File: config.mk
export PLATFORM = sky130hd
export DESIGN_NAME = credit_counter
export DESIGN_NICKNAME = d
export VERILOG_FILES = /design/src/logic/raster_pkg.sv /design/src/logic/credit_counter.sv
export VERILOG_INCLUDE_DIRS = /design/src /design/src/logic
export SDC_FILE = /design/constraint.sdc
export NUM_CORES = 1
export LEC_CHECK = 0
export ABC_AREA = 1
export BUFFER_PORTS_ARGS = -buffer_cell sky130_fd_sc_hd__buf_4
export CAP_MARGIN = 20
export CORE_AREA = 2 2 39 41
export DETAILED_ROUTE_END_ITERATION = 8
export DIE_AREA = 0 0 41 43
export PLACE_DENSITY = 0.31
export SLEW_MARGIN = 5
export SYNTH_ARGS = -nofsm -noshare
export SYNTH_HDL_FRONTEND = slang
export SYNTH_SLANG_ARGS = --single-unit
File: constraint.sdc
create_clock -name clock -period 1.3 [get_ports clock]
set_input_delay 0.26 -clock clock [delete_from_list [all_inputs] [get_ports clock]]
set_output_delay 0.26 -clock clock [all_outputs]
set_load 0.05 [all_outputs]
File: src/logic/raster_consts.svh
`ifndef RASTER_CONSTS_SVH
`define RASTER_CONSTS_SVH

// frame buffer geometry in pixels
`define RASTER_SCREEN_W 640
`define RASTER_SCREEN_H 480

// pixels the sink can hold before returning credits
`define RASTER_CREDITS 4

// each pixel slot is 8 bytes wide
`define RASTER_PIXEL_SHIFT 3

`endif

File: src/logic/raster_pkg.sv
package raster_pkg;

    // integer pixel coordinate, signed so off-screen vertices work
    typedef logic signed [15:0] coord_t;

    // edge function values, coefficients and doubled area
    typedef logic signed [31:0] edge_t;

    typedef logic [25:0] pixel_addr_t; // frame buffer byte address
    typedef logic [23:0] color_t;      // packed rgb
    typedef logic [2:0]  credit_t;     // holds 0 to RASTER_CREDITS

    typedef enum logic [2:0] {
        RS_IDLE,
        RS_SETUP,
        RS_WALK,
        RS_DRAIN,
        RS_DONE
    } raster_state_t;

endpackage

File: src/logic/credit_counter.sv
`timescale 1ns/1ps
`include "raster_consts.svh"

module credit_counter (
    input  logic                clock,
    input  logic                reset,
    input  logic                spend,
    input  logic                credit_return,
    output logic                has_credit,
    output raster_pkg::credit_t credits
);
    import raster_pkg::*;

    credit_t credits_next;

    // spend and return in one cycle cancel out
    always_comb begin
        case ({spend, credit_return})
            2'b10:   credits_next = credits - credit_t'(1);
            2'b01:   credits_next = credits + credit_t'(1);
            default: credits_next = credits;
        endcase
    end

    assign has_credit = (credits != '0);

    always_ff @(posedge clock or negedge reset) begin
        if (!reset)
            credits <= credit_t'(`RASTER_CREDITS); // sink starts empty
        else
            credits <= credits_next;
    end

endmodule

# == Word level (Yosys, flattened, before mapping) ==
# Cells that the tools add are included.
# word_totals
register_bits,3
inputBits,4
output_inout_bits,4
# op_classes
add_sub_neg,2
eq_ne,2
muxes,1
n_reduce_logical,2
# ops
op,n
$pmux 3 s2,1
$add 3x1->3 const B,1
$reduce_bool 3->1,1
$sub 3x1->3 const B,1
$eq 2x1->1 const B,1
$eq 2x2->1 const B,1
$reduce_bool 2->1,1

# == Depth between registers and ports, before layout ==
# logic_depth
word_depth,2
mapped_depth,9
depth_no_buf,9

# == Least setup slack after synthesis ==
# OpenSTA, ideal clock, no wires.
# synth_path
path_type,reg-to-reg
start,register credits[0]
end,register credits[2]
setup_time_ns,0.061
t_arrival_ns,1.372
t_required_ns,1.239
setup_slack_ns,-0.132
stages_incl_launch_ff,7
path_cell_list,dfrtp_1 > fa_1 > inv_1 > nand2_1 > nand3_1 > nand2_1 > nand2_1
# synth_between
elab_chain_len,2
# synth_lines
element,line,source
from (decl),credit_counter.sv:10,output raster_pkg::credit_t credits
from (signal assigned),credit_counter.sv:29,credits <= credit_t'(`RASTER_CREDITS);
from (signal assigned),credit_counter.sv:31,credits <= credits_next;
$add 3x1->3 / $sub 3x1->3 (equally long branches),"credit_counter.sv:20, credit_counter.sv:19",
$pmux 3 s2 *,credit_counter.sv:18,"case ({spend, credit_return})"
# Mark *: on every way between the ends. The rest lies on a longest branch, timed or not.
# A chain may end at the register's enable or synchronous reset.

# == Final worst setup path ==
# layout_path
start,register credits[0]
end,output port has_credit
# layout_between
elab_chain_len,1
# layout_lines
element,line,source
$reduce_bool 3->1,credit_counter.sv:25,assign has_credit = (credits != '0);
to (decl),credit_counter.sv:9,"output logic has_credit,"
# Every way passes these cells.

==> impl_metrics.ini <==
[power]
power_leakage_uw = 0.000175
ir_drop_v = 0.000644
total_power_uw = 1030
p_per_area_nw_per_um2 = 2960

[timing]
setup_viol_count_final = 0
period_needed_ns = 1.28
worst_slew_pin_slew_ns = 0.148
relSlewSlack = 0.902
hold_slack_ns = 0.358
maxClockFrequency_mhz = 782
rsz0062_at_grt = yes
finalHoldViolations = 0
final_max_slew_viol_count = 0
skew_ns = 0.00104
min_period_over_period = 0.983

[layout]
layout_commonest_cell = buf_4
reg_top3 = credits (3)
area_growth_pct = 89.8
layout_common_cells = buf_4 (9), nand2_1 (6), inv_2 (3), clkbuf_4 (3)
layout-drive-gt1-share = 0.632
nets = 45
final_util = 0.252
antennaDiodeCount = 0
largest_reg_flops = 3
largest_register = credits
fin_cells = 54
postLayoutCellArea_um2 = 349

[clocking]
clockBufferDepth = 2
cts.sink_count = 3
cts.root.buffer_cell = clkbuf_4
clk_latency_ns = 0.23
cts_tree = built
h-tree-depth = 1
path_clk_slew_ns = 0.04
cts-buffers-inserted = 3

[floorplan]
die_y_um = 43
core.rowCount = 14
core-area_um2 = 1380
die_w_um = 41
initial_utilization = 0.133
ios = 8
die_area_um2 = 1760

[critical_path]
start_kind = flip-flop
end_kind = output pin
arrival_ns = 1.02
crit_path_cell_trace = buf_6 > nor2_4 > nand2_2 > buf_8
cp_slowest_cell = dfrtp_2
critical-path-max-stage-delay_ns = 0.39
path_max_fanout = 3
required_ns = 1.04
path_class = reg -> out

[logic_synthesis]
ys_ff_latch = 3
synth_area_um2 = 184
synth_nets = 28
syn_area_per_cell_um2 = 8.36
yosysWarnings = 0
synth_cells = 22
yosysUniqueCellTypes = 12
synth_seq_area_share = 0.415

[global_route]
busiest_layer = met2
first_global_vias = 205
grt_pass1_wl_um = 752
met3_usage = 0.0733
grt_use_met1 = 0.0554
grt_max_degree = 5
grt.overflow.total = 0
antenna_found_initial = 0
met2_usage = 0.100
track_usage = 0.0726

[flow_run]
maxCapViolCount = 0

[detailed_routing]
viasPerCell = 3.65
routedWlPerCell_um = 7.46
drt_iter0_markers = 1
dr.pass1.iters = 3
drcViolationCount = 0
drt-total-wl_um = 403
dr_total_vias = 197
drtAntennaViolNets = 0

[place]
placed_cells = 47
dp_hpwl_um = 313
post_dp_cell_area_um2 = 277
io_buffer_count = 7
gp_congestion = 0.596

[run_status]
outcome = finished, final reports clean

[worst_hold_path]
hold_path.class = in -> async
## routing by layer
layer,vias up,share of wire
met1,93,0.30
met2,4,0.59
met3,0,0.11
met4,0,0
li1,100,-
met5,-,0
## final cells by class
| type | count | area (µm²) |
|---|---|---|
| Multi-Input combinational cell | 14 | 101 |
| Fill cell | 156 | 1030 |
| Sequential cell | 3 | 78.8 |
| Tap cell | 16 | 20.0 |
| Timing Repair Buffer | 12 | 104 |
| Inverter | 5 | 18.8 |
| Clock buffer | 4 | 26.3 |
## metrics by stage
stage	TNS, ns	setup WS [ns]
CTS	0	0.00907
global placement	-0.108	-0.0878
finish	0	0.0216
global route	-0.0486	-0.0486
detailed placement	-0.109	-0.0917
floorplan	-0.0229	-0.0229
## synth_stat cells
| cell | n | area share |
|---|---|---|
| dfrtp_1 | 2 | 0.27 |
| dfstp_2 | 1 | 0.14 |
| fa_1 | 1 | 0.11 |
| ha_1 | 1 | 0.068 |
| inv_1 | 3 | 0.061 |
| inv_2 | 2 | 0.041 |
| nand2_1 | 7 | 0.14 |
| nand2_2 | 1 | 0.034 |
| nand3_1 | 1 | 0.027 |
| nand4_1 | 1 | 0.034 |
| nor2_1 | 1 | 0.020 |
| xnor2_1 | 1 | 0.048 |
## path summary, 6_finish.rpt
kind | cells past startpoint | startpoint | slack (ns) | to
worst max-delay path | 4 | credits[0]$_DFFE_PN0P_ | 0.02 | has_credit
max in group asynchronous | 2 | reset | 0.76 | credits[2]$_DFFE_PN1P_
worst min-delay path | 2 | reset | 0.36 | credits[1]$_DFFE_PN0P_
min in group clock | 3 | credit_return | 0.39 | credits[0]$_DFFE_PN0P_
worst min register to register | 2 | credits[2]$_DFFE_PN1P_ | 0.47 | credits[2]$_DFFE_PN1P_
worst max register to register | 4 | credits[0]$_DFFE_PN0P_ | 0.07 | credits[1]$_DFFE_PN0P_
## cell families after synthesis
group,count (synthesis),share of synthesized area
simple gates,11,0.259
buf+inv,5,0.102
flops,3,0.415
fa+ha+maj,2,0.177
xor+xnor,1,0.0476
## power by group
group	total (µW)	internal [µW]	switching, µW	leakage (µW)
clock	160	115	45.4	0.0000150
sequential	214	160	54.0	0.0000322
combinational	659	272	387	0.000127
total	1030	546	486	0.000175
## critical path, delay by kind of cell, from the launching register on
family	cells	cell delay, ns
AND/OR/NAND/NOR	2	0.13
buffers and inverters	2	0.26
flip-flops	1	0.39
## what timing repair did
| item | in CTS | in global routing |
|---|---|---|
| hold buffers | 1 | 0 |
| gates resized for setup | 7 | 0 |
| endpoints found under the hold margin | 3 | 0 |
| setup endpoints to repair | 1 | 3 |
| pin swaps | 1 | 2 |
| buffers inserted | 1 | 1 |
Note: power is estimated with default switching activity, not from simulation.
