$ cat src/logic/raster_consts.svh
`ifndef RASTER_CONSTS_SVH
`define RASTER_CONSTS_SVH

// frame buffer geometry in pixels
`define RASTER_SCREEN_W 640
`define RASTER_SCREEN_H 480

// pixels the sink can hold before returning credits
`define RASTER_CREDITS 4

// each pixel slot is 8 bytes wide
`define RASTER_PIXEL_SHIFT 3

`endif

$ cat src/logic/raster_pkg.sv
package raster_pkg;

    // integer pixel coordinate, signed so off-screen vertices work
    typedef logic signed [15:0] coord_t;

    // edge function values, coefficients and doubled area
    typedef logic signed [31:0] edge_t;

    typedef logic [25:0] pixel_addr_t; // frame buffer byte address
    typedef logic [23:0] color_t;      // packed rgb
    typedef logic [2:0]  credit_t;     // holds 0 to RASTER_CREDITS

    typedef enum logic [2:0] {
        RS_IDLE,
        RS_SETUP,
        RS_WALK,
        RS_DRAIN,
        RS_DONE
    } raster_state_t;

endpackage

$ cat src/logic/triangle_setup.sv
`timescale 1ns/1ps
`include "raster_consts.svh"

module triangle_setup (
    input  logic                    clock,
    input  logic                    reset,
    input  logic                    load,
    input  raster_pkg::coord_t      x1,
    input  raster_pkg::coord_t      y1,
    input  raster_pkg::coord_t      x2,
    input  raster_pkg::coord_t      y2,
    input  raster_pkg::coord_t      x3,
    input  raster_pkg::coord_t      y3,
    input  raster_pkg::color_t      color1,
    input  raster_pkg::pixel_addr_t fb_base,
    output raster_pkg::coord_t      box_min_x,
    output raster_pkg::coord_t      box_min_y,
    output raster_pkg::coord_t      box_max_x,
    output raster_pkg::coord_t      box_max_y,
    output raster_pkg::edge_t       a12,
    output raster_pkg::edge_t       b12,
    output raster_pkg::edge_t       a23,
    output raster_pkg::edge_t       b23,
    output raster_pkg::edge_t       a31,
    output raster_pkg::edge_t       b31,
    output raster_pkg::coord_t      anchor_x1,
    output raster_pkg::coord_t      anchor_y1,
    output raster_pkg::coord_t      anchor_x2,
    output raster_pkg::coord_t      anchor_y2,
    output raster_pkg::coord_t      anchor_x3,
    output raster_pkg::coord_t      anchor_y3,
    output raster_pkg::color_t      flat_color,
    output raster_pkg::pixel_addr_t base,
    output logic                    setup_done,
    output logic                    degenerate
);
    import raster_pkg::*;

    logic   vtx_valid;
    logic   mm_valid;
    coord_t raw_min_x;
    coord_t raw_min_y;
    coord_t raw_max_x;
    coord_t raw_max_y;
    coord_t clip_min_x;
    coord_t clip_min_y;
    coord_t clip_max_x;
    coord_t clip_max_y;
    edge_t  area;

    function automatic coord_t min3(input coord_t a, input coord_t b, input coord_t c);
        coord_t m;
        m = (a < b) ? a : b;
        return (c < m) ? c : m;
    endfunction

    function automatic coord_t max3(input coord_t a, input coord_t b, input coord_t c);
        coord_t m;
        m = (a > b) ? a : b;
        return (c > m) ? c : m;
    endfunction

    always_comb begin
        clip_min_x = (raw_min_x < 0) ? coord_t'(0) : raw_min_x;
        clip_min_y = (raw_min_y < 0) ? coord_t'(0) : raw_min_y;
        clip_max_x = (raw_max_x > `RASTER_SCREEN_W - 1) ? coord_t'(`RASTER_SCREEN_W - 1) : raw_max_x;
        clip_max_y = (raw_max_y > `RASTER_SCREEN_H - 1) ? coord_t'(`RASTER_SCREEN_H - 1) : raw_max_y;
        // edge 12 evaluated at vertex 3, positive for the accepted winding
        area = (edge_t'(anchor_x3) - edge_t'(anchor_x1)) * (edge_t'(anchor_y2) - edge_t'(anchor_y1))
             - (edge_t'(anchor_y3) - edge_t'(anchor_y1)) * (edge_t'(anchor_x2) - edge_t'(anchor_x1));
    end

    always_ff @(posedge clock or negedge reset) begin
        if (!reset) begin
            vtx_valid  <= 1'b0;
            mm_valid   <= 1'b0;
            setup_done <= 1'b0;
            degenerate <= 1'b0;
        end else begin
            vtx_valid  <= load;
            mm_valid   <= vtx_valid;
            setup_done <= mm_valid; // two cycles after the accepting edge
            if (mm_valid)
                degenerate <= (area <= 0) || (clip_min_x > clip_max_x) || (clip_min_y > clip_max_y);
        end
    end

    always_ff @(posedge clock) begin
        if (load) begin
            anchor_x1  <= x1;
            anchor_y1  <= y1;
            anchor_x2  <= x2;
            anchor_y2  <= y2;
            anchor_x3  <= x3;
            anchor_y3  <= y3;
            flat_color <= color1; // vertex 1 is the provoking vertex
            base       <= fb_base;
        end
        if (vtx_valid) begin
            raw_min_x <= min3(anchor_x1, anchor_x2, anchor_x3);
            raw_min_y <= min3(anchor_y1, anchor_y2, anchor_y3);
            raw_max_x <= max3(anchor_x1, anchor_x2, anchor_x3);
            raw_max_y <= max3(anchor_y1, anchor_y2, anchor_y3);
        end
        if (mm_valid) begin
            box_min_x <= clip_min_x;
            box_min_y <= clip_min_y;
            box_max_x <= clip_max_x;
            box_max_y <= clip_max_y;
            a12 <= edge_t'(anchor_x2) - edge_t'(anchor_x1);
            b12 <= edge_t'(anchor_y2) - edge_t'(anchor_y1);
            a23 <= edge_t'(anchor_x3) - edge_t'(anchor_x2);
            b23 <= edge_t'(anchor_y3) - edge_t'(anchor_y2);
            a31 <= edge_t'(anchor_x1) - edge_t'(anchor_x3);
            b31 <= edge_t'(anchor_y1) - edge_t'(anchor_y3);
        end
    end

endmodule

$ cat config.mk
export PLATFORM = sky130hd
export DESIGN_NAME = triangle_setup
export DESIGN_NICKNAME = d
export VERILOG_FILES = /design/src/logic/raster_pkg.sv /design/src/logic/triangle_setup.sv
export VERILOG_INCLUDE_DIRS = /design/src /design/src/logic
export SDC_FILE = /design/constraint.sdc
export NUM_CORES = 2
export LEC_CHECK = 0
export ABC_CLOCK_PERIOD_IN_PS = 13700
export BUFFER_PORTS_ARGS = -buffer_cell sky130_fd_sc_hd__buf_4
export CAP_MARGIN = 20
export CELL_PAD_IN_SITES_DETAIL_PLACEMENT = 1
export CELL_PAD_IN_SITES_GLOBAL_PLACEMENT = 1
export CORE_UTILIZATION = 30
export DETAILED_ROUTE_END_ITERATION = 10
export GPL_ROUTABILITY_DRIVEN = 0
export PLACE_DENSITY_LB_ADDON = 0.15
export SETUP_SLACK_MARGIN = 0.15
export SLEW_MARGIN = 0
export SYNTH_ARGS = -nofsm -noshare
export SYNTH_HDL_FRONTEND = slang
export SYNTH_SLANG_ARGS = --single-unit
$ cat constraint.sdc
create_clock -name clock -period 13.7 [get_ports clock]
set_input_delay 2.055 -clock clock [delete_from_list [all_inputs] [get_ports clock]]
set_output_delay 2.055 -clock clock [all_outputs]
set_load 0.005 [all_outputs]
=== After elaboration in Yosys (flattened, before gate mapping) ===
Index checks and enable logic that the tools add are counted.
W data, S select, Z words.

* Register bits: 440
* Output and inout bits: 404

* Add/sub/neg operators: 9
* $mul: 2
* $lt $le $gt $ge: 15
* Muxes and demuxes: 12
* Reduce and logical (&&, ||, !) cells: 2

{| class="wikitable"
|+ Operator list
! cell !! count
|-
| $mux W16 || 12
|-
| $sub A16 B16 Y17 || 8
|-
| $gt A16 B16 Y1 || 6
|-
| $lt A16 B16 Y1 || 4
|-
| $mul A17 B17 Y32 || 2
|-
| $le A32 B1 Y1 const B || 1
|-
| $lt A16 B1 Y1 const B || 2
|-
| $sub A32 B32 Y32 || 1
|-
| $gt A16 B10 Y1 const B || 1
|-
| $gt A16 B11 Y1 const B || 1
|-
| $logic_or A1 B1 Y1 || 2
|}

=== Depth between registers and ports, before layout ===
* Depth after elaboration: 6
* Gate-level depth with buffers: 42
* Gate-level depth less buffers: 41

=== Worst setup path before layout ===
OpenSTA, ideal clock, no wires.

* Kind: register -> register
* Start point: register anchor_x3[0]
* End point: register degenerate
* Setup time: 0.104 ns
* Arrival: 9.585 ns
* Data required time: 13.596 ns
* Slack: 4.011 ns
* Stages on the path, launching flop included: 36
* Path buffers: 0
* Cells stage by stage: edfxtp_1 > inv_1 > ha_1 > inv_1 > fa_1 > a21o_1 > a21oi_1 > nor2b_1 > o21ai_0 > o21ai_0 > o41a_1 > a31oi_1 > nand2_1 > fa_1 > fa_1 > inv_1 > fa_1 > fa_1 > inv_1 > fa_1 > fa_1 > fa_1 > fa_1 > inv_1 > ha_1 > inv_1 > a211oi_1 > o221ai_1 > nor4_1 > nand4_1 > a21oi_1 > nand4_1 > or4_1 > nor4_1 > nand4_1 > o221ai_1

* Cells in the longest elaborated chain, start to end: 6

{| class="wikitable"
|+ RTL lines
! what !! RTL line !! source
|-
| start: declaration || triangle_setup.sv:30 || <nowiki>output raster_pkg::coord_t anchor_x3,</nowiki>
|-
| start signal: assignment || triangle_setup.sv:94 || <nowiki>anchor_x3 <= x3;</nowiki>
|-
| $sub A16 B16 Y17 || triangle_setup.sv:69 || <nowiki>area = (edge_t'(anchor_x3) - edge_t'(anchor_x1)) * (edge_t'(anchor_y2) - edge_t'(anchor_y1))</nowiki>
|-
| $mul A17 B17 Y32 || triangle_setup.sv:69 ||
|-
| $sub A32 B32 Y32 || triangle_setup.sv:70 || <nowiki>- (edge_t'(anchor_y3) - edge_t'(anchor_y1)) * (edge_t'(anchor_x2) - edge_t'(anchor_x1));</nowiki>
|-
| $le A32 B1 Y1 || triangle_setup.sv:84 || <nowiki>degenerate <= (area <= 0) || (clip_min_x > clip_max_x) || (clip_min_y > clip_max_y);</nowiki>
|-
| $logic_or A1 B1 Y1 (2 in series) || triangle_setup.sv:84 ||
|-
| end signal: assignment || triangle_setup.sv:84 ||
|-
| end: declaration || triangle_setup.sv:35 || <nowiki>output logic degenerate</nowiki>
|}

No other way between the ends.
A chain may end at the register's enable or synchronous reset.

=== Worst setup path in the final report ===
Same ends and word-level chain as after synthesis.

==> flow_summary_export.csv <==
group,metric,value,unit
die,start_util,0.303,
global_route,grtUsageTotal,0.209,
setup_path,crit_type,"flop to flop",
setup_path,timing.critical_path.mode_cell,"fa_1",
synth,yosysMostFrequentCell,"inv_1",
setup_path,endpoint_kind,"flop",
setup_path,r2r_cells,36,
detailed_routing,wl_per_cell,23.3,um
setup_path,cp-startpoint,"anchor_x3[0]$_DFFE_PP_",
global_route,grt_max_degree,135,
flow_run,maxCapViolCount,0,
timing,finalWorstSetupSlack,2610,ps
synth,syn_inst,3949,
place,place_hpwl,122000,um
die,die_area,140000,sq um
synth,synth-edff-count,374,
clock_network,cts_num_sinks,378,
timing,min_period,11090,ps
synth,synth.largest_area_cell,"fa_1",
timing,skew,34.7,ps
clock_network,root_buffer,"clkbuf_16",
setup_path,cp_slowest_cell,"fa_1",
timing,setup_tns,0,ps
synth,synth-seq-cells,378,
clock_network,clk_latency,660,ps
place,portBuffers,550,
detailed_routing,vias,29800,
die,fp.dieW,374,um
place,dpl_worst_slack,2600,ps
synth,netlist_top_cells_area,"fa_1 30%, edfxtp_1 27%, ha_1 11%, inv_1 6.1%, nor2_1 5.8%",
global_route,grt_remaining_overflow,0,
detailed_routing,drc,0,
timing,max-slew-margin-rel,0.248,
clock_network,clockBufferDepth,3,
setup_path,worstReg2RegEnd,"degenerate$_DFFE_PN0P_",
detailed_routing,drt_iter0_drc,1203,
die,io_pins,553,
clock_network,cts_tree,"built",
timing,tightest_slew,1120,ps
global_route,grt_pass1_vias,32500,
clock_network,post_cts_buffers,0,
detailed_routing,viasPerCell,4.76,
final_layout,drive_gt1_frac,0.166,
synth,synth-main-ff-cell,"edfxtp_1",
setup_path,cp-start-kind,"flop",
synth,synth_seq_area_share,0.272,
final_layout,fillers,15500,
clock_network,cts-htree-levels,2,
synth,async_reset_ff_frac,0.0106,
synth,post_synth.cell_area_avg,10.5,sq um
synth,synth_common_cells,"679 x inv_1, 648 x nor2_1, 623 x fa_1",
global_route,grt_pass1_wl,218000,um
synth,syn_area,41600,sq um
detailed_routing,wirelength,146000,um
setup_path,crit_fanout,9,
global_route,antenna_found_initial,3,
clock_network,cts_buffers,52,
detailed_routing,first_pass_iters,5,
synth,ys_warn_count,0,
timing,report.final.slew_viol_count,0,
final_layout,syn2layout_area_growth,18.3,%
timing,max_freq,90.2,MHz
die,fp.coreArea,137000,sq um
clock_network,hold_buffers,0,
timing,grt_setup_unrepaired,"false",
die,row_count,136,
setup_path,crit_end,"degenerate$_DFFE_PN0P_",
run_status,status,"finished clean",
timing,period_share,0.809,
detailed_routing,ant_nets,0,
setup_path,crit_required,14240,ps
setup_path,r2r_slack,2610,ps
synth,yosys.cell_types.count,69,
clock_network,cts-resized-gates,0,
setup_path,arrival,11630,ps
timing,setup_violations,0,
clock_network,clk_pin_slew,60,ps
min_path,hp-class,"flop to flop",
setup_path,reg2reg_from,"anchor_x3[0]$_DFFE_PP_",
final_layout,nets,5564,
setup_path,max_stage_delay,790,ps
timing,finalHoldViolCount,0,
die,die_h,374,um
synth,synth_top_area_share,0.300,
==> cells in the final DEF (no fill, tap or decap), types with 52 or more instances in the layout <==
cell type  Yosys  final
inv_1        679    679
nor2_1       648    648
fa_1         623    623
buf_4         93    621
edfxtp_1     374    374
ha_1         365    365
a21oi_1      118    118
mux2i_1      112    111
nand2_1       99     99
o21ai_0       95     95
nor2b_1       89     88
xnor2_1       87     74
clkbuf_16      0     52
==> per-stage QoR <==
stage / utilization / cell area, sq um / hold WS, ps / std cells
after floorplan: - / 41600 / 489 / 3950
after global placement: 0.346 / 47600 / 513 / 6167
after detailed placement: 0.346 / 47600 / 514 / 6167
after CTS: 0.358 / 49200 / 532 / 6264
after global routing: 0.358 / 49200 / 536 / 6264
final: 0.358 / 49200 / 525 / 6265
==> worst max-delay path: cells and delay by family, from the launching register on <==
kind / cells / cell delay [ps]
fa+ha+maj: 11 / 5410
simple gates: 8 / 1820
flops: 1 / 480
compound gates: 10 / 2320
buf+inv: 7 / 910
==> flip-flops by register name, indices dropped and copies added, names as in the netlist, 15 cells and up <==
register and flops:
a12 17, box_max_y 16, box_max_x 16, b31 17, raw_max_x 16, b12 17, a23 17, raw_min_y 16
box_min_y 15, base 26, raw_max_y 16, anchor_y3 16, anchor_y1 16, anchor_x1 16, a31 17, b23 17
anchor_x2 16, flat_color 24, anchor_y2 16, anchor_x3 16, raw_min_x 16, box_min_x 15
==> cell families (layout without fill, tap and decap cells) <==
| group | Yosys count | after routing | share of synthesized area |
|---|---|---|---|
| buf+inv | 882 | 1402 | 0.0885 |
| xor+xnor | 125 | 125 | 0.0266 |
| mux | 115 | 115 | 0.0280 |
| fa+ha+maj | 988 | 988 | 0.409 |
| flops | 378 | 378 | 0.272 |
| other cells | 1 | 3 | 0.0000901 |
| simple gates | 1038 | 1038 | 0.110 |
| compound gates | 422 | 422 | 0.0654 |
==> worst min-delay path by stage <==
| stage | startpoint | slack [ps] | cells past startpoint | to |
|---|---|---|---|---|
| floorplan | raw_max_x[4]$_DFFE_PP_ | 490 | 2 | box_max_x[4]$_DFFE_PP_ |
| global placement | raw_max_x[2]$_DFFE_PP_ | 510 | 1 | box_max_x[2]$_DFFE_PP_ |
| detailed placement | raw_max_x[4]$_DFFE_PP_ | 510 | 2 | box_max_x[4]$_DFFE_PP_ |
| CTS | raw_max_x[5]$_DFFE_PP_ | 530 | 1 | box_max_x[5]$_DFFE_PP_ |
| global route | raw_max_y[0]$_DFFE_PP_ | 540 | 1 | box_max_y[0]$_DFFE_PP_ |
| finish | raw_max_y[0]$_DFFE_PP_ | 520 | 1 | box_max_y[0]$_DFFE_PP_ |
==> routing by layer <==
layer / GRT usage / routed length (um) / up-vias
li1: - / - / 13600
met1: 0.271 / 63500 / 15600
met2: 0.370 / 74400 / 551
met3: 0.0233 / 4960 / 123
met4: 0.0483 / 3250 / 0
met5: 0 / 0 / -
==> area by class of cell <==
type	count	area [sq um]	share of cell area
Multi-Input combinational cell	2690	26700	0.543
Antenna cell	1	2.50	0.0000508
Clock inverter	33	310	0.00630
Timing Repair Buffer	623	4690	0.0953
Sequential cell	378	11300	0.230
Inverter	682	2560	0.0520
Tap cell	1794	2240	0.0456
Clock buffer	64	1350	0.0273
Power is left out: the tool's default activity adds up to more than one toggle a clock period on the data nets, which glitch-free logic cannot reach.
