**src/logic/raster_consts.svh**
```systemverilog
`ifndef RASTER_CONSTS_SVH
`define RASTER_CONSTS_SVH

// frame buffer geometry in pixels
`define RASTER_SCREEN_W 640
`define RASTER_SCREEN_H 480

// pixels the sink can hold before returning credits
`define RASTER_CREDITS 4

// each pixel slot is 8 bytes wide
`define RASTER_PIXEL_SHIFT 3

`endif

```
**src/logic/raster_pkg.sv**
```systemverilog
package raster_pkg;

    // integer pixel coordinate, signed so off-screen vertices work
    typedef logic signed [15:0] coord_t;

    // edge function values, coefficients and doubled area
    typedef logic signed [31:0] edge_t;

    typedef logic [25:0] pixel_addr_t; // frame buffer byte address
    typedef logic [23:0] color_t;      // packed rgb
    typedef logic [2:0]  credit_t;     // holds 0 to RASTER_CREDITS

    typedef enum logic [2:0] {
        RS_IDLE,
        RS_SETUP,
        RS_WALK,
        RS_DRAIN,
        RS_DONE
    } raster_state_t;

endpackage

```
**src/logic/raster_control.sv**
```systemverilog
`timescale 1ns/1ps

module raster_control (
    input  logic clock,
    input  logic reset,
    input  logic tri_valid,
    output logic tri_ready,
    input  logic setup_done,
    input  logic degenerate,
    output logic setup_go,
    output logic walk_enable,
    input  logic walk_last,
    input  logic eval_last_out,
    output logic tri_done
);
    import raster_pkg::*;

    raster_state_t state;
    raster_state_t state_next;

    always_comb begin
        state_next = state;
        case (state)
            RS_IDLE: begin
                if (tri_valid)
                    state_next = RS_SETUP;
            end
            RS_SETUP: begin
                if (setup_done)
                    state_next = degenerate ? RS_DONE : RS_WALK; // nothing to draw
            end
            RS_WALK: begin
                if (walk_last)
                    state_next = RS_DRAIN; // last sample went into the evaluator
            end
            RS_DRAIN: begin
                if (eval_last_out)
                    state_next = RS_DONE;
            end
            RS_DONE: begin
                state_next = RS_IDLE;
            end
            default: begin
                state_next = RS_IDLE;
            end
        endcase
    end

    assign tri_ready   = (state == RS_IDLE);
    assign setup_go    = (state == RS_SETUP) && setup_done && !degenerate;
    assign walk_enable = (state == RS_WALK);
    assign tri_done    = (state == RS_DONE);

    always_ff @(posedge clock or negedge reset) begin
        if (!reset)
            state <= RS_IDLE;
        else
            state <= state_next;
    end

endmodule

```
**config.mk**
```make
export PLATFORM = sky130hd
export DESIGN_NAME = raster_control
export DESIGN_NICKNAME = d
export VERILOG_FILES = /design/src/logic/raster_consts.svh /design/src/logic/raster_pkg.sv /design/src/logic/raster_control.sv
export SDC_FILE = /design/constraint.sdc
export NUM_CORES = 1
export LEC_CHECK = 0
export ABC_AREA = 1
export BUFFER_PORTS_ARGS = -buffer_cell sky130_fd_sc_hd__buf_2
export CAP_MARGIN = 30
export CORE_AREA = 5 5 42 44
export CTS_CLUSTER_DIAMETER = 150
export DETAILED_ROUTE_END_ITERATION = 8
export DIE_AREA = 0 0 47 49
export HOLD_SLACK_MARGIN = 0.12
export PLACE_DENSITY = 0.35
export SLEW_MARGIN = 20
export SYNTH_ARGS = -nofsm -noshare
export SYNTH_HDL_FRONTEND = slang
export SYNTH_SLANG_ARGS = --single-unit
```
**constraint.sdc**
```tcl
create_clock -name clock -period 1.2 [get_ports clock]
set_clock_uncertainty 0.15 [all_clocks]
set_input_delay 0.12 -clock clock [delete_from_list [all_inputs] [get_ports clock]]
set_output_delay 0.12 -clock clock [all_outputs]
set_load 0.005 [all_outputs]
```
### After elaboration in Yosys (flattened, before gate mapping)

Index checks and enable logic that the tools add are counted.

* equality and inequality tests: 8
* muxes and demuxes: 6
* reductions and logical operators: 5

Operators by type and width (count)
* $mux 3: 5
* $pmux 3 s4: 1
* $eq 3x2->1 const B: 2
* $ne 2x2->1 const B: 3
* $reduce_and 4->1: 1
* $eq 3x1->1 const B: 1
* $eq 3x3->1 const B: 1
* $logic_not 3->1: 1
* $logic_and 1x1->1: 2
* $ne 2x1->1 const B: 1
* $logic_not 1->1: 1

* logic and storage cells: 20
* input port bits: 7
* flip-flop bits (word level): 3

### Longest topological paths before layout

Gate-level depths: netlist of the first run.

* depth in word-level cells: 3
* depth in mapped cells: 5
* depth with buffers taken out: 5

### Least setup slack after synthesis of the first run

Ideal clock, no wire load.

* path kind: register -> register
* start point: reg state[0]
* end point: reg state[0]
* data required time: 0.931 ns
* path slack: 0.127 ns
* data arrival time: 0.804 ns
* cell stages (with the launch flop): 5
* library setup time: 0.119 ns
* clock period less this slack: 1.073 ns
* buffers on the path: 0
* cell sequence: dfrtp_1 nor2_1 nand3_1 nand4_1 nand2_1

* word-level cells in the longest chain between the ends: 3
* elaborated cells between the ends (all ways): 10

Ends and longest elaborated chain
* start: declaration: RTL line raster_control.sv:18 `raster_state_t state;`
* start signal: assignment: RTL line raster_control.sv:58 `state <= state_next;`
* $eq 3x2->1, or another cell as far along: RTL line raster_control.sv:23 `case (state)`
* $ne 2x2->1 (no source line) or $ne 2x1->1 (tied branches)
* $reduce_and 4->1 (no source line)

Parallel ways exist; a longest one is shown, timed or not.
A chain may end at the register's enable or synchronous reset.

### Final worst setup path of the first run

* start point: reg state[0]
* end point: out setup_go

* word-level cells in the longest chain between the ends: 3

Ends and longest elaborated chain
* $eq 3x1->1: RTL line raster_control.sv:50 `assign setup_go = (state == RS_SETUP) && setup_done && !degenerate;`
* $logic_and 1x1->1 (2 in a row): RTL line raster_control.sv:50
* end: declaration: RTL line raster_control.sv:10 `output logic setup_go,`

Every way passes these cells.

==> results by group, run 1 <==
Status
  – Outcome: finished, violations left
  – Violated checks: negative setup slack

Pwr
  – Final Total Pwr: 0.001186 W
  – Internal Power: 0.0006948 W
  – Power share of the combinational group: 66.7%
  – Clock power frac: 15.4%
  – Switching share of power: 41.41%
  – Pleak: 0.2648 nW
  – P per Cell Area: 2418 nW/um^2
  – Sw power: 0.0004911 W
  – Sequential share of power: 17.9%
  – Max IR drop VDD: 0.0008004 V

Routing
  – Via Count: 327
  – Avg WL per Cell: 9.790 um
  – Total Wirelength: 793 um
  – DR pass1 iterations: 4
  – Via/cell ratio: 4.037
  – Initial DRC count: 3
  – Post-detailed-route DRC marker count: 0
  – Antenna Nets Post-Route: 0

Floorplan
  – Initial Util: 16.16%
  – Std-Cell Rows: 14
  – Die Width: 47 um
  – CORE AREA: 1401 sq um
  – Die Ht: 49 um
  – Die ar.: 2303 sq um
  – Num ports: 11

Worst setup path
  – Cells on worst reg2reg path: 5
  – Worst Path Required: 0.93 ns
  – Worst flop-to-flop path endpoint: state[1]
  – Crit path to: setup_go
  – Critical Path Max Stage Delay: 0.38 ns
  – CP Max Fanout: 4
  – CP Launch Point: state[0]
  – Crit path cell chain: buf_6 -> nand2_2 -> nor3_2 -> buf_2
  – Reg2Reg Setup Slack: -0.07 ns
  – Worst Setup Path Type: reg2out
  – CP bufs+invs: 2
  – CP Launch Type: register
  – Slowest CP cell: dfrtp_1
  – R2r startpoint: state[2]
  – Critical path's top delay family: flip-flops
  – Levels on crit path: 4
  – Arrival time at the worst endpoint: 1.06 ns
  – CP endpoint kind: output pin

Hold path
  – Hold WC Path Type: in2reg

Synth
  – Largest family of logic cells by synthesized area: simple AND/OR/NAND/NOR gates
  – Post-Syn Instances: 37
  – Compound-cell area share of the yosys netlist: 4.420%
  – Sequential fraction of the synthesis area: 33.15%
  – Netlist cell types: 11
  – Adder-Cell Fraction of Synth Area: 0%
  – Synth Area in XOR/XNOR: 0%
  – Mapped Nets: 44
  – Synthesis-stage register bit count: 3
  – Mux contribution to synthesized area: 0%
  – Mapped Area: 226.5 sq um
  – Post-synthesis average cell area: 6.121 sq um
  – Syn. warnings: 0
  – Synth Area in Simple Gates: 49.17%

CTS
  – CTS clk-pin slew, worst paths: 0.04 ns
  – Latest clock arrival within the worst-skew pair: 0.24 ns
  – Max clock buf depth: 2
  – TritonCTS clock tree: yes
  – CTS Buf Count: 3
  – Htree depth: 1
  – Root Driver: clkbuf_4
  – # clock sinks: 3

Timing
  – Fin. max-slew vios: 0
  – Slack of the critical path: -0.1332 ns
  – Hold slack: 0.1309 ns
  – Crit path time final: 1.333 ns
  – Highest clock rate: 750.1 MHz
  – Max-Slew Margin vs Limit: 83.34%
  – RSZ-0062 raised after global routing: yes
  – Fin crit share: 111.1%
  – Final setup viols: 7
  – Worst slew pin tran: 0.2489 ns
  – Final hold violations: 0

Global routing
  – Antenna violations before repair: 0
  – Vias in the first global route: 337
  – Largest net degree at the start of global routing: 6
  – Overall Global Routing Usage: 8.310%
  – Global route overflow: 0
  – First-pass GRT wire length: 1393 um

Cells and area
  – Final core occ: 35.00%
  – Final net count: 73
  – Register with the most flip-flops: state
  – Final cell count without fillers: 81
  – Biggest regs: state: 3 flops
  – Diodes inserted: 0
  – Max FFs per register: 3
  – Layout cells sized above 1: 49.23%
  – Combined area of the multi-input logic cells: 146.4 sq um
  – Final instance area: 490.5 sq um
  – Area added between synthesis and finish: 116.6%
  – Fillers: 159
  – Area occupied by registers: 76.32 sq um

Placed design
  – Gp weighted congestion: 0.7126
  – Cell count after placement: 67
  – Buffers on Ports: 10
  – Cell Area, Placed: 326.6 sq um
  – Post-DP HPWL: 535.7 um

Job
  – MaxCap Viol Count: 0
## kinds of logic after synthesis
kind of cell,after synthesis
compound gates,2
buf+inv,8
simple gates,24
flops,3
## timing repair
item,4_1_cts,5_1_grt
pin swaps,1,1
setup buffers,4,1
setup endpoints to repair,6,7
gates resized for setup,9,2
endpoints found under the hold margin,5,0
hold buffers,5,0
## layer usage
metal	routed length (um)	up-vias	global-route usage, %
met5	0	-	0
met4	0	0	2.765
met3	51	0	3.690
met2	420	9	13.57
met1	321	147	9.231
li1	-	171	-
## cells in the mapped netlist
cell type / n / share of area [%]
nand2_1: 8 / 13
inv_1: 7 / 12
nor2_1: 6 / 9.9
nand3_1: 5 / 11
dfrtp_1: 3 / 33
nand4_1: 2 / 5.5
nor3_1: 2 / 4.4
inv_2: 1 / 1.7
nor2_4: 1 / 5.0
o21ai_0: 1 / 2.2
o21ai_1: 1 / 2.2
## through the flow
| stage | worst slack (ns) | setup TNS (ns) |
|---|---|---|
| floorplan | 0.1270 | 0 |
| global placement | -0.04190 | -0.07643 |
| detailed placement | -0.01201 | -0.01462 |
| CTS | -0.1727 | -0.7606 |
| global route | -0.2116 | -1.232 |
| finish | -0.1332 | -0.6158 |
## cell type report
| type | instances | share of cell area (%) |
|---|---|---|
| multi-input combinational | 26 | 29.85 |
| inverter | 8 | 6.122 |
| tap | 16 | 4.082 |
| sequential | 3 | 15.56 |
| clock buffer | 4 | 5.357 |
| timing repair buffer | 24 | 39.03 |
## cells in the final DEF, fill, tap and decap left out, types with 3 or more instances in the layout
cell type / count
nand2_1: 6
buf_2: 10
nand3_1: 3
buf_6: 3
inv_1: 6
clkbuf_4: 3
nor2_1: 6
buf_4: 5
dlygate4sd3_1: 5
## power by group through the flow
stage                     sequential, W  combinational (W)  clock (W)
after floorplan                0.000203           0.000314          0
after global placement         0.000200           0.000557          0
after detailed placement       0.000207           0.000541          0
after CTS                      0.000209           0.000757   0.000192
after global routing           0.000222           0.000878   0.000203
final                          0.000212           0.000792   0.000182
## worst min path at each step
| stage | startpoint | endpoint | slack (ns) | cells past startpoint |
|---|---|---|---|---|
| 4_1_cts | walk_last | state[0] | 0.13 | 5 |
| 6_report | walk_last | state[0] | 0.13 | 5 |
| 2_1_floorplan | reset | state[0] | -0.33 | 0 |
| 3_3_place_gp | reset | state[0] | -0.23 | 1 |
| 5_1_grt | walk_last | state[0] | 0.15 | 5 |
| 3_5_place_dp | reset | state[2] | -0.23 | 1 |
## tightest hold or removal path, stage by stage
cell	delay, ns
buf_2	0.07
inv_1	0.03
nand3_1	0.10
nand4_1	0.10
nand2_1	0.06
No activity file was read; power rests on OpenSTA's default activity.
==> inputs of run 2 (changes only) <==
--- a/config.mk
+++ b/config.mk
@@ -5,7 +5,6 @@
 export SDC_FILE = /design/constraint.sdc
 export NUM_CORES = 1
 export LEC_CHECK = 0
-export ABC_AREA = 1
 export BUFFER_PORTS_ARGS = -buffer_cell sky130_fd_sc_hd__buf_2
 export CAP_MARGIN = 30
 export CORE_AREA = 5 5 42 44
@@ -13,7 +12,7 @@
 export DETAILED_ROUTE_END_ITERATION = 8
 export DIE_AREA = 0 0 47 49
 export HOLD_SLACK_MARGIN = 0.12
-export PLACE_DENSITY = 0.35
+export PLACE_DENSITY = 0.31
 export SLEW_MARGIN = 20
 export SYNTH_ARGS = -nofsm -noshare
 export SYNTH_HDL_FRONTEND = slang
==> results by group, run 2 <==
Global routing
  – Global route overflow: 0 (unchanged)
  – Antenna violations before repair: 0 (unchanged)
  – Vias in the first global route: 250 (-26%)
  – First-pass GRT wire length: 966 um (-31%)
  – Largest net degree at the start of global routing: 8 (+2)
  – Overall Global Routing Usage: 6.140% (-2.2 points)

Routing
  – Via/cell ratio: 4.115 (+1.9%)
  – DR pass1 iterations: 4 (unchanged)
  – Via Count: 251 (-23%)
  – Antenna Nets Post-Route: 0 (unchanged)
  – Post-detailed-route DRC marker count: 0 (unchanged)
  – Initial DRC count: 1 (-2)
  – Avg WL per Cell: 10.03 um (+2.5%)
  – Total Wirelength: 612 um (-23%)

Status
  – Outcome: finished, violations left
  – Violated checks: negative setup slack

CTS
  – CTS Buf Count: 3 (unchanged)
  – # clock sinks: 3 (unchanged)
  – CTS clk-pin slew, worst paths: 0.04 ns (about the same)
  – Latest clock arrival within the worst-skew pair: 0.23 ns (about the same)
  – TritonCTS clock tree: yes
  – Htree depth: 1 (unchanged)
  – Max clock buf depth: 2 (unchanged)
  – Root Driver: clkbuf_4

Placed design
  – Cell Area, Placed: 266.5 sq um (-18%)
  – Gp weighted congestion: 0.6491 (-8.9%)
  – Buffers on Ports: 10 (unchanged)
  – Post-place setup slack: -0.001305 ns (+0.01071 ns)

Cells and area
  – Max FFs per register: 3 (unchanged)
  – Commonest non-fill, non-tap cells in the layout: 10 x buf_2, 5 x dlygate4sd3_1, 5 x buf_4
  – Final net count: 53 (-27%)
  – Register with the most flip-flops: state
  – Final instance area: 429.2 sq um (-12%)
  – Biggest regs: state: 3 flops
  – Area added between synthesis and finish: 136.6%
  – Most common cell after layout, fill and taps aside: buf_2
  – Layout cells sized above 1: 62.22% (+13 points)
  – Diodes inserted: 0 (unchanged)

Worst setup path
  – Arrival time at the worst endpoint: 1.08 ns (+0.02 ns)
  – Crit path cell chain: nand2b_4 -> nor3_4 -> buf_2
  – Worst Setup Path Type: reg2out
  – CP Launch Type: register
  – Slowest CP cell: dfrtp_1
  – Crit path to: setup_go
  – Reg2Reg Setup Slack: -0.10 ns (-0.03 ns)
  – Cells on worst reg2reg path: 3 (-2)
  – CP endpoint kind: output pin
  – Critical Path Max Stage Delay: 0.41 ns (+0.03 ns)
  – Worst flop-to-flop path endpoint: state[0]
  – CP Launch Point: state[2]
  – R2r startpoint: state[1]
  – Worst Path Required: 0.93 ns (about the same)
  – CP Max Fanout: 5 (+1)

Synth
  – Sequential fraction of the synthesis area: 41.38% (+8.2 points)
  – Post-synthesis average cell area: 9.549 sq um (+56%)
  – Area leader, netlist: dfrtp_1
  – Post-Syn Instances: 19 (-49%)
  – Mapped Nets: 26 (-41%)
  – Synthesis-stage register bit count: 3 (unchanged)
  – Top FF cell, synth: dfrtp_1
  – Top-area cell type share of the netlist area: 41.38% (+8.2 points)
  – Synth top area cells: dfrtp_1 41%, nand2b_1 10%, mux2_4 8.3%
  – Syn. warnings: 0 (unchanged)
  – Number of synthesized flops with an enable pin: 0 (unchanged)
  – Netlist cell types: 13 (+2)
  – Post-synthesis async set-or-reset flop share: 100.0% (unchanged)
  – Mapped Area: 181.4 sq um (-20%)
  – Post-synth top cells: 3 x dfrtp_1, 3 x nand2b_1, 2 x nor2_1, 2 x nor3_1

Timing
  – Max-Slew Margin vs Limit: 87.16% (+3.8 points)
  – Fin crit share: 112.5% (+1.4 points)
  – RSZ-0062 raised after global routing: yes
  – Final hold violations: 0 (unchanged)
  – Setup TNS Final: -0.6490 ns (-0.03322 ns)
  – Highest clock rate: 740.9 MHz (-1.2%)
  – Worst slew pin tran: 0.1926 ns (-0.05634 ns)
  – Crit path time final: 1.350 ns (+0.01648 ns)
  – Slack of the critical path: -0.1497 ns (-0.01648 ns)
  – Final setup viols: 6 (-1)
  – Fin. max-slew vios: 0 (unchanged)

Pwr
  – P per Cell Area: 1934 nW/um^2 (-20%)
  – Max IR drop VDD: 0.0006874 V (-14%)
  – Pleak: 0.2032 nW (-23%)

Floorplan
  – CORE AREA: 1401 sq um (unchanged)
  – Die ar.: 2303 sq um (unchanged)
  – Num ports: 11 (unchanged)
  – Std-Cell Rows: 14 (unchanged)
  – Die Width: 47 um (unchanged)
  – Die Ht: 49 um (unchanged)
  – Initial Util: 12.95% (-3.2 points)

Hold path
  – Hold WC Path Type: in2reg

Job
  – MaxCap Viol Count: 0 (unchanged)
==> run 2: what timing repair did <==
action	CTS	global route
pin swaps	0	2
resized for setup	4	6
cloned	0	0
hold buffers	3	2
buffers inserted	3	2
endpoints found under the setup margin	4	6
endpoints found under the hold margin	6	3
==> run 2: logic make-up (layout without fill, tap and decap cells) <==
kind of cell / after synthesis / after routing / share of synthesized area (%)
AOI/OAI and AO/OA: 3 / 3 / 13.10
buffers and inverters: 0 / 26 / 0
DFF: 3 / 3 / 41.38
muxes: 1 / 1 / 8.273
and+or+nand+nor: 12 / 12 / 37.25
==> run 2: cell type report <==
type	instances	area (sq um)
clock buffers	4	26.28
well taps	16	20.02
multi-input cells	16	145.1
repair buffers	22	160.2
flip-flops and latches	3	77.57
fillers	164	972.2
==> run 2: report_power, final <==
| group | internal, W | switching (W) | total, W |
|---|---|---|---|
| Sequential | 0.000146 | 0.0000709 | 0.000217 |
| Combinational | 0.000285 | 0.000153 | 0.000437 |
| Clock | 0.000125 | 0.0000514 | 0.000176 |
| Total | 0.000555 | 0.000275 | 0.000830 |
==> run 2: how the worst min path moves through the flow <==
stage / from / end / slack, ns / cells past startpoint
finish: walk_last / state[0] / 0.08 / 3
floorplan: reset / state[0] / -0.33 / 0
global route: walk_last / state[0] / 0.09 / 3
CTS: degenerate / state[1] / -0.02 / 2
global placement: reset / state[2] / -0.23 / 1
detailed placement: reset / state[2] / -0.23 / 1
==> run 2: worst max-delay path: cells and delay by family (launching register included) <==
| kind | cells | cell delay [ns] |
|---|---|---|
| flip-flops | 1 | 0.41 |
| AND/OR/NAND/NOR | 2 | 0.31 |
| buffers and inverters | 1 | 0.13 |
==> run 2: routing by layer <==
layer	track usage, %	up-vias	share of wire [%]
met2	9.050	8	53
met1	5.531	121	36
met3	2.583	2	8.3
met4	6.912	0	2.5
met5	0	-	0
li1	-	120	-
==> run 2: stage by stage <==
step                      hold WS [ns]  instances  total power [W]  utilization (%)
after floorplan                -0.3256         19        0.0003373                -
after global placement         -0.2315         47        0.0004677            19.02
after detailed placement       -0.2326         47        0.0004629            19.02
after CTS                     -0.01587         57        0.0007325            26.16
after global routing           0.09025         61        0.0009077            30.63
final                          0.08442         61        0.0008302            30.63
